`src/verilog/core_pkg.sv`:
```
package core_pkg;

    // Core dimensions
    localparam int num_warps_max = 4;
    localparam int num_lanes = 4;
    localparam int data_w = 8;
    localparam int num_regs = 8;
    localparam int pc_w = 8;

    typedef logic [data_w-1:0] data_t;
    typedef logic [pc_w-1:0] pc_t;
    typedef logic [$clog2(num_regs)-1:0] reg_addr_t;
    typedef logic [$clog2(num_warps_max)-1:0] warp_id_t;
    typedef logic [$clog2(num_warps_max+1)-1:0] warp_count_t;
    typedef logic [$clog2(num_lanes)-1:0] lane_id_t;

    typedef enum logic [3:0] {
        OP_NOP  = 4'd0,
        OP_ADD  = 4'd1,
        OP_SUB  = 4'd2,
        OP_AND  = 4'd3,
        OP_XOR  = 4'd4,
        OP_LDI  = 4'd5,
        OP_TID  = 4'd6,
        OP_STR  = 4'd7,
        OP_HALT = 4'd15
    } opcode_t;

    // Register form, used by ALU ops, TID and STR
    typedef struct packed {
        opcode_t opcode;
        reg_addr_t rd;
        reg_addr_t rs1;
        reg_addr_t rs2;
        logic [2:0] spare;
    } r_fields_t;

    // Immediate form, used by LDI
    typedef struct packed {
        opcode_t opcode;
        reg_addr_t rd;
        logic spare;
        data_t imm;
    } i_fields_t;

    typedef union packed {
        r_fields_t r_fields;
        i_fields_t i_fields;
    } instr_t;

    typedef struct packed {
        opcode_t op;
        reg_addr_t rd;
        reg_addr_t rs1;
        reg_addr_t rs2;
        data_t imm;
        logic writes_reg;
        logic is_store;
        logic is_halt;
    } decoded_t;

    typedef enum logic [2:0] {
        WARP_IDLE,
        WARP_FETCH,
        WARP_DECODE,
        WARP_EXECUTE,
        WARP_WAIT,
        WARP_UPDATE,
        WARP_DONE
    } warp_state_t;

endpackage

```
`src/verilog/warp_fetcher.sv`:
```
`timescale 1ns/100ps

module warp_fetcher (
    input  logic                  clk,
    input  logic                  reset,
    input  core_pkg::warp_state_t state,
    input  core_pkg::pc_t         pc,
    output logic                  read_valid,
    output core_pkg::pc_t         read_address,
    input  logic                  read_ready,
    input  core_pkg::instr_t      read_data,
    output logic                  fetch_done,
    output core_pkg::instr_t      instr
);
    import core_pkg::*;

    // One cycle pulse on the accepted read
    assign fetch_done = read_valid && read_ready;

    always_ff @(posedge clk) begin
        if (reset) begin
            read_valid <= 1'b0;
        end else if (read_valid) begin
            if (read_ready) begin
                read_valid <= 1'b0;
            end
        end else if (state == WARP_FETCH) begin
            read_valid <= 1'b1;
        end
    end

    // Address is captured on entry to FETCH and the word on the handshake
    always_ff @(posedge clk) begin
        if (!read_valid && state == WARP_FETCH) begin
            read_address <= pc;
        end
        if (read_valid && read_ready) begin
            instr <= read_data;
        end
    end

    // Warp stays in FETCH on the same PC for as long as the request waits
    address_held: assert property (
        @(posedge clk) disable iff (reset)
        read_valid |-> state == WARP_FETCH && read_address == pc
    );

endmodule

```
`src/verilog/warp_decoder.sv`:
```
`timescale 1ns/100ps

module warp_decoder (
    input  logic                  clk,
    input  logic                  reset,
    input  core_pkg::warp_state_t state,
    input  core_pkg::instr_t      instr,
    output core_pkg::decoded_t    decoded
);
    import core_pkg::*;

    decoded_t next_decoded;

    always_comb begin
        next_decoded = '0;
        next_decoded.op = OP_NOP;
        case (instr.r_fields.opcode)
            OP_ADD, OP_SUB, OP_AND, OP_XOR: begin
                next_decoded.op = instr.r_fields.opcode;
                next_decoded.rd = instr.r_fields.rd;
                next_decoded.rs1 = instr.r_fields.rs1;
                next_decoded.rs2 = instr.r_fields.rs2;
                next_decoded.writes_reg = 1'b1;
            end
            OP_LDI: begin
                // Immediate view of the same word
                next_decoded.op = OP_LDI;
                next_decoded.rd = instr.i_fields.rd;
                next_decoded.imm = instr.i_fields.imm;
                next_decoded.writes_reg = 1'b1;
            end
            OP_TID: begin
                next_decoded.op = OP_TID;
                next_decoded.rd = instr.r_fields.rd;
                next_decoded.writes_reg = 1'b1;
            end
            OP_STR: begin
                // rs1 is the address, rs2 the data
                next_decoded.op = OP_STR;
                next_decoded.rs1 = instr.r_fields.rs1;
                next_decoded.rs2 = instr.r_fields.rs2;
                next_decoded.is_store = 1'b1;
            end
            OP_HALT: begin
                next_decoded.op = OP_HALT;
                next_decoded.is_halt = 1'b1;
            end
            default: begin
                next_decoded.op = OP_NOP;
            end
        endcase
    end

    always_ff @(posedge clk) begin
        if (reset) begin
            decoded <= '0;
        end else if (state == WARP_DECODE) begin
            decoded <= next_decoded;
        end
    end

endmodule

```
`src/verilog/warp_scheduler.sv`:
```
`timescale 1ns/100ps

module warp_scheduler (
    input  logic                                 clk,
    input  logic                                 reset,
    input  logic                                 start,
    input  core_pkg::warp_count_t                num_warps,
    input  core_pkg::pc_t                        base_pc,
    input  logic [core_pkg::num_warps_max-1:0]   fetch_done,
    input  logic                                 halt,
    input  core_pkg::decoded_t                   current_decoded,
    input  logic [core_pkg::num_lanes-1:0]       store_busy,
    output core_pkg::warp_state_t                warp_state [core_pkg::num_warps_max],
    output core_pkg::pc_t                        pc [core_pkg::num_warps_max],
    output core_pkg::warp_id_t                   current_warp,
    output logic                                 reg_write,
    output logic                                 issue_store,
    output logic                                 done
);
    import core_pkg::*;

    logic started;
    logic all_done;
    logic found;
    warp_id_t next_warp;
    warp_state_t current_state;

    assign current_state = warp_state[current_warp];

    // Datapath strobes fire in the single EXECUTE cycle
    assign reg_write = (current_state == WARP_EXECUTE) && current_decoded.writes_reg;
    assign issue_store = (current_state == WARP_EXECUTE) && current_decoded.is_store;

    // Round-robin search starting after the current warp
    always_comb begin
        warp_id_t cand;
        found = 1'b0;
        next_warp = current_warp;
        for (int k = 1; k <= num_warps_max; k++) begin
            cand = current_warp + warp_id_t'(k);
            if (!found && warp_state[cand] inside
                    {WARP_DECODE, WARP_EXECUTE, WARP_WAIT, WARP_UPDATE}) begin
                found = 1'b1;
                next_warp = cand;
            end
        end
    end

    // Inactive warps stay idle, so idle or done everywhere means finished
    always_comb begin
        all_done = started;
        for (int i = 0; i < num_warps_max; i++) begin
            if (!(warp_state[i] inside {WARP_IDLE, WARP_DONE})) begin
                all_done = 1'b0;
            end
        end
    end

    always_ff @(posedge clk) begin
        if (reset) begin
            started <= 1'b0;
            done <= 1'b0;
            current_warp <= '0;
            for (int i = 0; i < num_warps_max; i++) begin
                warp_state[i] <= WARP_IDLE;
                pc[i] <= '0;
            end
        end else if (!started) begin
            if (start) begin
                started <= 1'b1;
                current_warp <= '0;
                for (int i = 0; i < num_warps_max; i++) begin
                    if (i < num_warps) begin
                        warp_state[i] <= WARP_FETCH;
                        pc[i] <= base_pc;
                    end
                end
            end
        end else begin
            if (all_done) begin
                done <= 1'b1;
            end

            // Fetches complete independently of the selected warp
            for (int i = 0; i < num_warps_max; i++) begin
                if (warp_state[i] == WARP_FETCH && fetch_done[i]) begin
                    warp_state[i] <= WARP_DECODE;
                end
            end

            if ((current_state == WARP_UPDATE || current_state == WARP_DONE) && found) begin
                current_warp <= next_warp;
            end

            case (current_state)
                WARP_DECODE: warp_state[current_warp] <= WARP_EXECUTE;
                WARP_EXECUTE: warp_state[current_warp] <= WARP_WAIT;
                WARP_WAIT: begin
                    if (!(|store_busy)) begin
                        warp_state[current_warp] <= WARP_UPDATE;
                    end
                end
                WARP_UPDATE: begin
                    if (halt) begin
                        warp_state[current_warp] <= WARP_DONE;
                    end else begin
                        pc[current_warp] <= pc[current_warp] + pc_t'(1);
                        warp_state[current_warp] <= WARP_FETCH;
                    end
                end
                default: ;
            endcase
        end
    end

    // The warp holding the datapath has no fetch in flight
    no_fetch_while_selected: assert property (
        @(posedge clk) disable iff (reset)
        current_state inside {WARP_DECODE, WARP_EXECUTE, WARP_WAIT}
            |-> !fetch_done[current_warp]
    );

endmodule

```
`src/verilog/lane_alu.sv`:
```
`timescale 1ns/100ps

module lane_alu (
    input  core_pkg::decoded_t    decoded,
    input  core_pkg::data_t       op_a,
    input  core_pkg::data_t       op_b,
    input  core_pkg::data_t       block_id,
    input  core_pkg::warp_count_t num_warps,
    input  core_pkg::warp_id_t    warp,
    input  core_pkg::lane_id_t    lane,
    output core_pkg::data_t       result
);
    import core_pkg::*;

    data_t warp_base;
    data_t thread_id;

    // Global thread id, wraps at the data width
    assign warp_base = block_id * data_t'(num_warps) + data_t'(warp);
    assign thread_id = warp_base * data_t'(num_lanes) + data_t'(lane);

    always_comb begin
        case (decoded.op)
            OP_ADD: result = op_a + op_b;
            OP_SUB: result = op_a - op_b;
            OP_AND: result = op_a & op_b;
            OP_XOR: result = op_a ^ op_b;
            OP_LDI: result = decoded.imm;
            OP_TID: result = thread_id;
            default: result = '0;
        endcase
    end

endmodule

```
`src/verilog/lane_store_unit.sv`:
```
`timescale 1ns/100ps

module lane_store_unit (
    input  logic            clk,
    input  logic            reset,
    input  logic            issue,
    input  core_pkg::data_t address,
    input  core_pkg::data_t data,
    output logic            write_valid,
    output core_pkg::data_t write_address,
    output core_pkg::data_t write_data,
    input  logic            write_ready,
    output logic            busy
);
    import core_pkg::*;

    // Busy for as long as a request is outstanding
    assign busy = write_valid;

    always_ff @(posedge clk) begin
        if (reset) begin
            write_valid <= 1'b0;
        end else if (issue) begin
            write_valid <= 1'b1;
        end else if (write_valid && write_ready) begin
            write_valid <= 1'b0;
        end
    end

    always_ff @(posedge clk) begin
        if (issue) begin
            write_address <= address;
            write_data <= data;
        end
    end

    // Scheduler holds the warp in WAIT until every lane has drained
    no_issue_when_busy: assert property (
        @(posedge clk) disable iff (reset)
        issue |-> !busy
    );

endmodule

```
`src/verilog/vector_reg_file.sv`:
```
`timescale 1ns/100ps

module vector_reg_file (
    input  logic                clk,
    input  logic                reset,
    input  core_pkg::warp_id_t  warp,
    input  core_pkg::reg_addr_t rs1,
    input  core_pkg::reg_addr_t rs2,
    input  core_pkg::reg_addr_t rd,
    input  logic                write,
    input  core_pkg::data_t     write_data [core_pkg::num_lanes],
    output core_pkg::data_t     read_a [core_pkg::num_lanes],
    output core_pkg::data_t     read_b [core_pkg::num_lanes]
);
    import core_pkg::*;

    // Indexed by warp, then lane, then register
    data_t regs [num_warps_max][num_lanes][num_regs];

    always_comb begin
        for (int l = 0; l < num_lanes; l++) begin
            read_a[l] = regs[warp][l][rs1];
            read_b[l] = regs[warp][l][rs2];
        end
    end

    always_ff @(posedge clk) begin
        if (reset) begin
            for (int w = 0; w < num_warps_max; w++) begin
                for (int l = 0; l < num_lanes; l++) begin
                    for (int r = 0; r < num_regs; r++) begin
                        regs[w][l][r] <= '0;
                    end
                end
            end
        end else if (write) begin
            // All lanes of the warp write the same rd
            for (int l = 0; l < num_lanes; l++) begin
                regs[warp][l][rd] <= write_data[l];
            end
        end
    end

endmodule

```
`src/verilog/compute_core.sv`:
```
`timescale 1ns/100ps

module compute_core (
    input  logic                               clk,
    input  logic                               reset,
    input  logic                               start,
    output logic                               done,
    input  core_pkg::data_t                    block_id,
    input  core_pkg::warp_count_t              num_warps,
    input  core_pkg::pc_t                      base_pc,
    output logic [core_pkg::num_warps_max-1:0] imem_read_valid,
    output core_pkg::pc_t                      imem_read_address [core_pkg::num_warps_max],
    input  logic [core_pkg::num_warps_max-1:0] imem_read_ready,
    input  core_pkg::instr_t                   imem_read_data [core_pkg::num_warps_max],
    output logic [core_pkg::num_lanes-1:0]     dmem_write_valid,
    output core_pkg::data_t                    dmem_write_address [core_pkg::num_lanes],
    output core_pkg::data_t                    dmem_write_data [core_pkg::num_lanes],
    input  logic [core_pkg::num_lanes-1:0]     dmem_write_ready
);
    import core_pkg::*;

    warp_state_t warp_state [num_warps_max];
    pc_t pc [num_warps_max];
    logic [num_warps_max-1:0] fetch_done;
    instr_t fetched [num_warps_max];
    decoded_t decoded [num_warps_max];

    warp_id_t current_warp;
    decoded_t current_decoded;
    logic reg_write;
    logic issue_store;
    logic [num_lanes-1:0] store_busy;
    data_t read_a [num_lanes];
    data_t read_b [num_lanes];
    data_t alu_result [num_lanes];

    // Shared datapath follows the selected warp
    assign current_decoded = decoded[current_warp];

    warp_scheduler scheduler (
        .clk(clk),
        .reset(reset),
        .start(start),
        .num_warps(num_warps),
        .base_pc(base_pc),
        .fetch_done(fetch_done),
        .halt(current_decoded.is_halt),
        .current_decoded(current_decoded),
        .store_busy(store_busy),
        .warp_state(warp_state),
        .pc(pc),
        .current_warp(current_warp),
        .reg_write(reg_write),
        .issue_store(issue_store),
        .done(done)
    );

    vector_reg_file reg_file (
        .clk(clk),
        .reset(reset),
        .warp(current_warp),
        .rs1(current_decoded.rs1),
        .rs2(current_decoded.rs2),
        .rd(current_decoded.rd),
        .write(reg_write),
        .write_data(alu_result),
        .read_a(read_a),
        .read_b(read_b)
    );

    for (genvar w = 0; w < num_warps_max; w++) begin : g_warp
        warp_fetcher fetcher (
            .clk(clk),
            .reset(reset),
            .state(warp_state[w]),
            .pc(pc[w]),
            .read_valid(imem_read_valid[w]),
            .read_address(imem_read_address[w]),
            .read_ready(imem_read_ready[w]),
            .read_data(imem_read_data[w]),
            .fetch_done(fetch_done[w]),
            .instr(fetched[w])
        );

        warp_decoder decoder (
            .clk(clk),
            .reset(reset),
            .state(warp_state[w]),
            .instr(fetched[w]),
            .decoded(decoded[w])
        );
    end

    for (genvar l = 0; l < num_lanes; l++) begin : g_lane
        lane_alu alu (
            .decoded(current_decoded),
            .op_a(read_a[l]),
            .op_b(read_b[l]),
            .block_id(block_id),
            .num_warps(num_warps),
            .warp(current_warp),
            .lane(lane_id_t'(l)),
            .result(alu_result[l])
        );

        lane_store_unit store_unit (
            .clk(clk),
            .reset(reset),
            .issue(issue_store),
            .address(read_a[l]),
            .data(read_b[l]),
            .write_valid(dmem_write_valid[l]),
            .write_address(dmem_write_address[l]),
            .write_data(dmem_write_data[l]),
            .write_ready(dmem_write_ready[l]),
            .busy(store_busy[l])
        );
    end

endmodule

```
`config.mk`:
```
export PLATFORM = sky130hd
export DESIGN_NAME = compute_core
export DESIGN_NICKNAME = d
export VERILOG_FILES = /design/src/verilog/core_pkg.sv /design/src/verilog/warp_fetcher.sv /design/src/verilog/warp_decoder.sv /design/src/verilog/warp_scheduler.sv /design/src/verilog/lane_alu.sv /design/src/verilog/lane_store_unit.sv /design/src/verilog/vector_reg_file.sv /design/src/verilog/compute_core.sv
export SDC_FILE = /design/constraint.sdc
export NUM_CORES = 2
export LEC_CHECK = 0
export ABC_AREA = 1
export BUFFER_PORTS_ARGS = -buffer_cell sky130_fd_sc_hd__buf_2
export CAP_MARGIN = 20
export CORE_MARGIN = 10
export CORE_UTILIZATION = 42
export DETAILED_ROUTE_END_ITERATION = 16
export PLACE_DENSITY = 0.55
export SLEW_MARGIN = 20
export SYNTH_ARGS = -nofsm -noshare
export SYNTH_HDL_FRONTEND = slang
export SYNTH_SLANG_ARGS = --single-unit
```
`constraint.sdc`:
```
create_clock -name clk -period 6.51 [get_ports clk]
set_input_delay 0.3255 -clock clk [delete_from_list [all_inputs] [get_ports clk]]
set_output_delay 0.3255 -clock clk [all_outputs]
set_load 0.02 [all_outputs]
```
==> results_dict.tcl <==
set metrics [dict create \
    status "finished, final reports clean" \
    cts_tree "yes" \
    final_cell_area_um2 74470 \
    antenna_found_initial 1 \
    via_count 53730 \
    holdCritStartpoint "imem_read_data[41]" \
    relSlewSlack 0.2426 \
    yosysTopAreaCellShare 0.5405 \
    setup_viol 0 \
    ys_warn_count 0 \
    timing.rr.start "scheduler.current_warp[1]$_SDFFE_PP0P_" \
    min_period_ps 5853 \
    place_area_um2 68780 \
    worstPathRequired_ps 6990 \
    path_cells "inv_2, nand3_1, nand2_4, buf_12, nand2_1, nand3_1, nand2_1, nand2_1, nand2_1, inv_1, nand3_1, o31ai_1, xor2_1, ha_1, a21oi_1, o21ai_0, a21oi_1, nand3b_1, nand2_1, inv_1, nand2_1, nand3_2, buf_4, a21oi_1" \
    switchingPower_mw 8.314 \
    dieArea_um2 172800 \
    vdd_drop_max_mv 0.2586 \
    grt.overflow.total 0 \
    finalSetupTns_ps 0 \
    ys_async_sr_fraction 0 \
    path_clk_slew_ps 60 \
    grt_usage 0.2584 \
    hold_path_end "g_warp[1].fetcher.instr[9]$_DFFE_PP_" \
    drt_iter0_drc 5992 \
    worst_path_max_delay_cell "dfxtp_1" \
    maxCapViolations 0 \
    dp_cells 9196 \
    reg2reg_depth 24 \
    cpPeakStageDelay_ps 470 \
    maxSlewViolCount 0 \
    wl_per_cell_um 24.21 \
    cts_buffer_depth 3 \
    ys_seq_area_frac 0.5874 \
    ctsResizeCount 0 \
    whs_path_depth 2 \
    rr_endpoint "reg_file.regs[2][127]$_SDFFCE_PN0P_" \
    total_power_mw 24.60 \
    synth_area_um2 65780 \
    post_cts_buffers 0 \
    cpMostUsedCell "nand2_1" \
    initial_core_util 0.4216 \
    period_share 0.8991 \
    synth_nets 7497 \
    swShare 0.3379 \
    numCtsBuffers 148 \
    final_cells 9549 \
    num-fill-cells 14730 \
    cts_sinks 1338 \
    power.share.clock 0.347 \
    cp_max_fo 60 \
    grt_max_degree 133 \
    drive_above_1_share 0.1019 \
    p_leak_nw 28.47 \
    synthTopCellsByArea "edfxtp_1, nand2_1, nand3_1" \
    worstMarginPinSlew_ps 1132 \
    pre_cts_ws_ps 863.8 \
    viasPerCell 5.627 \
    num_rows 145 \
    final_hold_viol_count 0 \
    cp-start-kind "flop" \
    drc 0 \
    core_area_um2 156000 \
    syn_inst 7316 \
    path_class "reg -> reg" \
    yosysTopAreaCell "edfxtp_1" \
    ys_ff_latch 1338 \
    grt_pass1_vias 50470 \
    pwr-share-comb 0.255 \
    fin_nets 7552 \
    placement.io_buffers 196 \
    grt_pass1_wl_mm 338.4 \
    syn2layout_area_growth_pct 13.22 \
    clk_root_buffer_cell "clkbuf_16" \
    ioPinCount 199 \
    critPathCaptureType "flop" \
    htree_levels 4 \
    synth_area_per_cell_um2 8.991 \
    die_width_um 415.7 \
    ant_nets 0 \
    hp-class "in -> reg" \
    p_int_mw 16.29 \
    rrSetupSlack_ps 660 \
    fmax_mhz 170.8 \
    clk-insertion-delay-late_ps 790 \
    first_pass_iters 5 \
    finClkSkew_ps 36.69 \
    dieHeight_um 415.7 \
    rsz0062_at_grt "false" \
    arrival_ps 6340 \
    cts_hold_buf 81 \
    seq_power_share 0.398 \
    drt-total-wl_mm 231.2 \
    power.density_nw_per_um2 330.4 \
    gp_congestion 0.8919 \
    ys_types 59 \
    synth-edff-count 1184 \
    synth_top_flop_cell "edfxtp_1" \
    dp_hpwl_mm 148.8 \
    fin_ws_ps 656.5 \
]
[synthesized netlist by cell type, types with 3 or more instances]
master and count:
a21o_1 3, buf_6 17, xor2_1 23, fa_1 8
o31ai_1 4, inv_1 200, o21a_1 4, nand3_1 815
or2_2 4, o22ai_1 12, nand2_2 39, o211ai_1 6
o21bai_1 8, a221oi_1 21, nand2_1 2341, nand4_1 5
buf_4 23, a32oi_1 4, a211oi_2 17, nand3_2 4
a21oi_2 4, o211a_1 3, buf_1 34, nor2_1 959
o21ai_2 4, o21ai_1 23, clkbuf_1 160, nor3_1 33
a32o_1 17, dfxtp_1 154, inv_2 9, xnor2_1 15
nand3b_1 4, a22oi_1 6, o21ai_0 190, buf_2 340
a21oi_1 447, edfxtp_1 1184, a41oi_1 3, nor2_4 8
nor3_2 13, a31oi_1 45, ha_1 79, nor2_2 4
[worst max-delay path: cells and delay by family, from the launching register on]
family | cells | cell delay (ps)
compound gates | 5 | 1010
xor+xnor | 1 | 190
buf+inv | 5 | 1490
simple gates | 12 | 1980
flops | 1 | 470
fa+ha+maj | 1 | 290
[per-stage QoR]
step / util / hold slack, ps
floorplan: - / 408.2
global placement: 0.4406 / 444.4
detailed placement: 0.4408 / 424.4
CTS: 0.4770 / 193.1
global route: 0.4773 / 222.0
finish: 0.4773 / 250.2
[metal layers]
layer / wire length, µm / track usage / vias up / part of all wire
li1: - / - / 24690 / -
met1: 96610 / 0.3491 / 26420 / 0.42
met2: 109900 / 0.4263 / 2216 / 0.48
met3: 15900 / 0.03101 / 401 / 0.069
met4: 8789 / 0.09477 / 0 / 0.038
met5: 0 / 0 / - / 0
[how the worst max path moves through the flow]
stage	from	to	slack (ps)
3_5_place_dp	scheduler.current_warp[1]$_SDFFE_PP0P_	reg_file.regs[3][79]$_SDFFCE_PN0P_	860
4_1_cts	scheduler.current_warp[1]$_SDFFE_PP0P_	reg_file.regs[3][79]$_SDFFCE_PN0P_	850
5_1_grt	scheduler.current_warp[1]$_SDFFE_PP0P_	reg_file.regs[2][127]$_SDFFCE_PN0P_	330
3_3_place_gp	scheduler.current_warp[1]$_SDFFE_PP0P_	reg_file.regs[2][79]$_SDFFCE_PN0P_	870
2_1_floorplan	scheduler.current_warp[0]$_SDFFE_PP0P_	reg_file.regs[3][158]$_SDFFCE_PN0P_	2160
6_report	scheduler.current_warp[1]$_SDFFE_PP0P_	reg_file.regs[2][127]$_SDFFCE_PN0P_	660
[power by group through the flow]
| stage | registers, mW | logic, mW | clock network (mW) |
|---|---|---|---|
| CTS | 9.79 | 6.21 | 8.62 |
| global route | 9.81 | 6.78 | 8.96 |
| global placement | 9.96 | 6.10 | 0 |
| detailed placement | 9.97 | 6.14 | 0 |
| finish | 9.79 | 6.28 | 8.53 |
| floorplan | 9.95 | 3.80 | 0 |
[layout by cell type, fill, tap and decap left out, types with 23 or more instances in the layout]
cell	instances
edfxtp_1	1184
inv_1	198
dlygate4sd3_1	81
a21oi_1	447
buf_12	27
nand2_2	56
buf_4	174
nor2_1	959
nand2_1	2312
clkbuf_1	35
a31oi_1	45
clkinv_2	24
xor2_1	23
ha_1	79
clkinv_1	27
dfxtp_1	151
clkbuf_16	153
o21ai_0	189
nand3_1	815
nor3_1	29
buf_2	196
[cell families (layout without fill, tap and decap cells)]
kind of cell	Yosys count	count (layout)	synth area share
AND/OR/NAND/NOR	4234	4234	0.2630
flip-flops	1338	1338	0.5874
AO/OA/AOI/OAI	832	832	0.07226
buffers and inverters	785	959	0.05455
adder cells (fa/ha/maj)	87	87	0.01746
XOR/XNOR	38	38	0.005060
multiplexers	2	2	0.0003044
other	0	1	0
[state kept, by name (all words and copies together) (netlist names), named ones only]
name	flops
g_lane.store_unit.busy	4
g_lane.store_unit.write_address	32
g_lane.store_unit.write_data	32
g_warp.decoder.decoded	96
g_warp.fetcher.instr	64
g_warp.fetcher.read_address	32
g_warp.fetcher.read_valid	4
reg_file.regs	1024
scheduler.current_warp	2
scheduler.done	1
scheduler.pc	32
scheduler.started	1
scheduler.warp_state	12
[final cells by class]
type	instances	area, µm²	area share
multi-input combinational	5193	23960	0.3218
clock inverter	77	815.8	0.01095
timing repair buffer	479	3643	0.04893
inverter	211	810.8	0.01089
sequential	1338	38650	0.5189
tap	2058	2575	0.03458
clock buffer	192	4015	0.05392
antenna	1	2.502	0.00003360
Note: power is estimated with default switching activity, not from simulation.
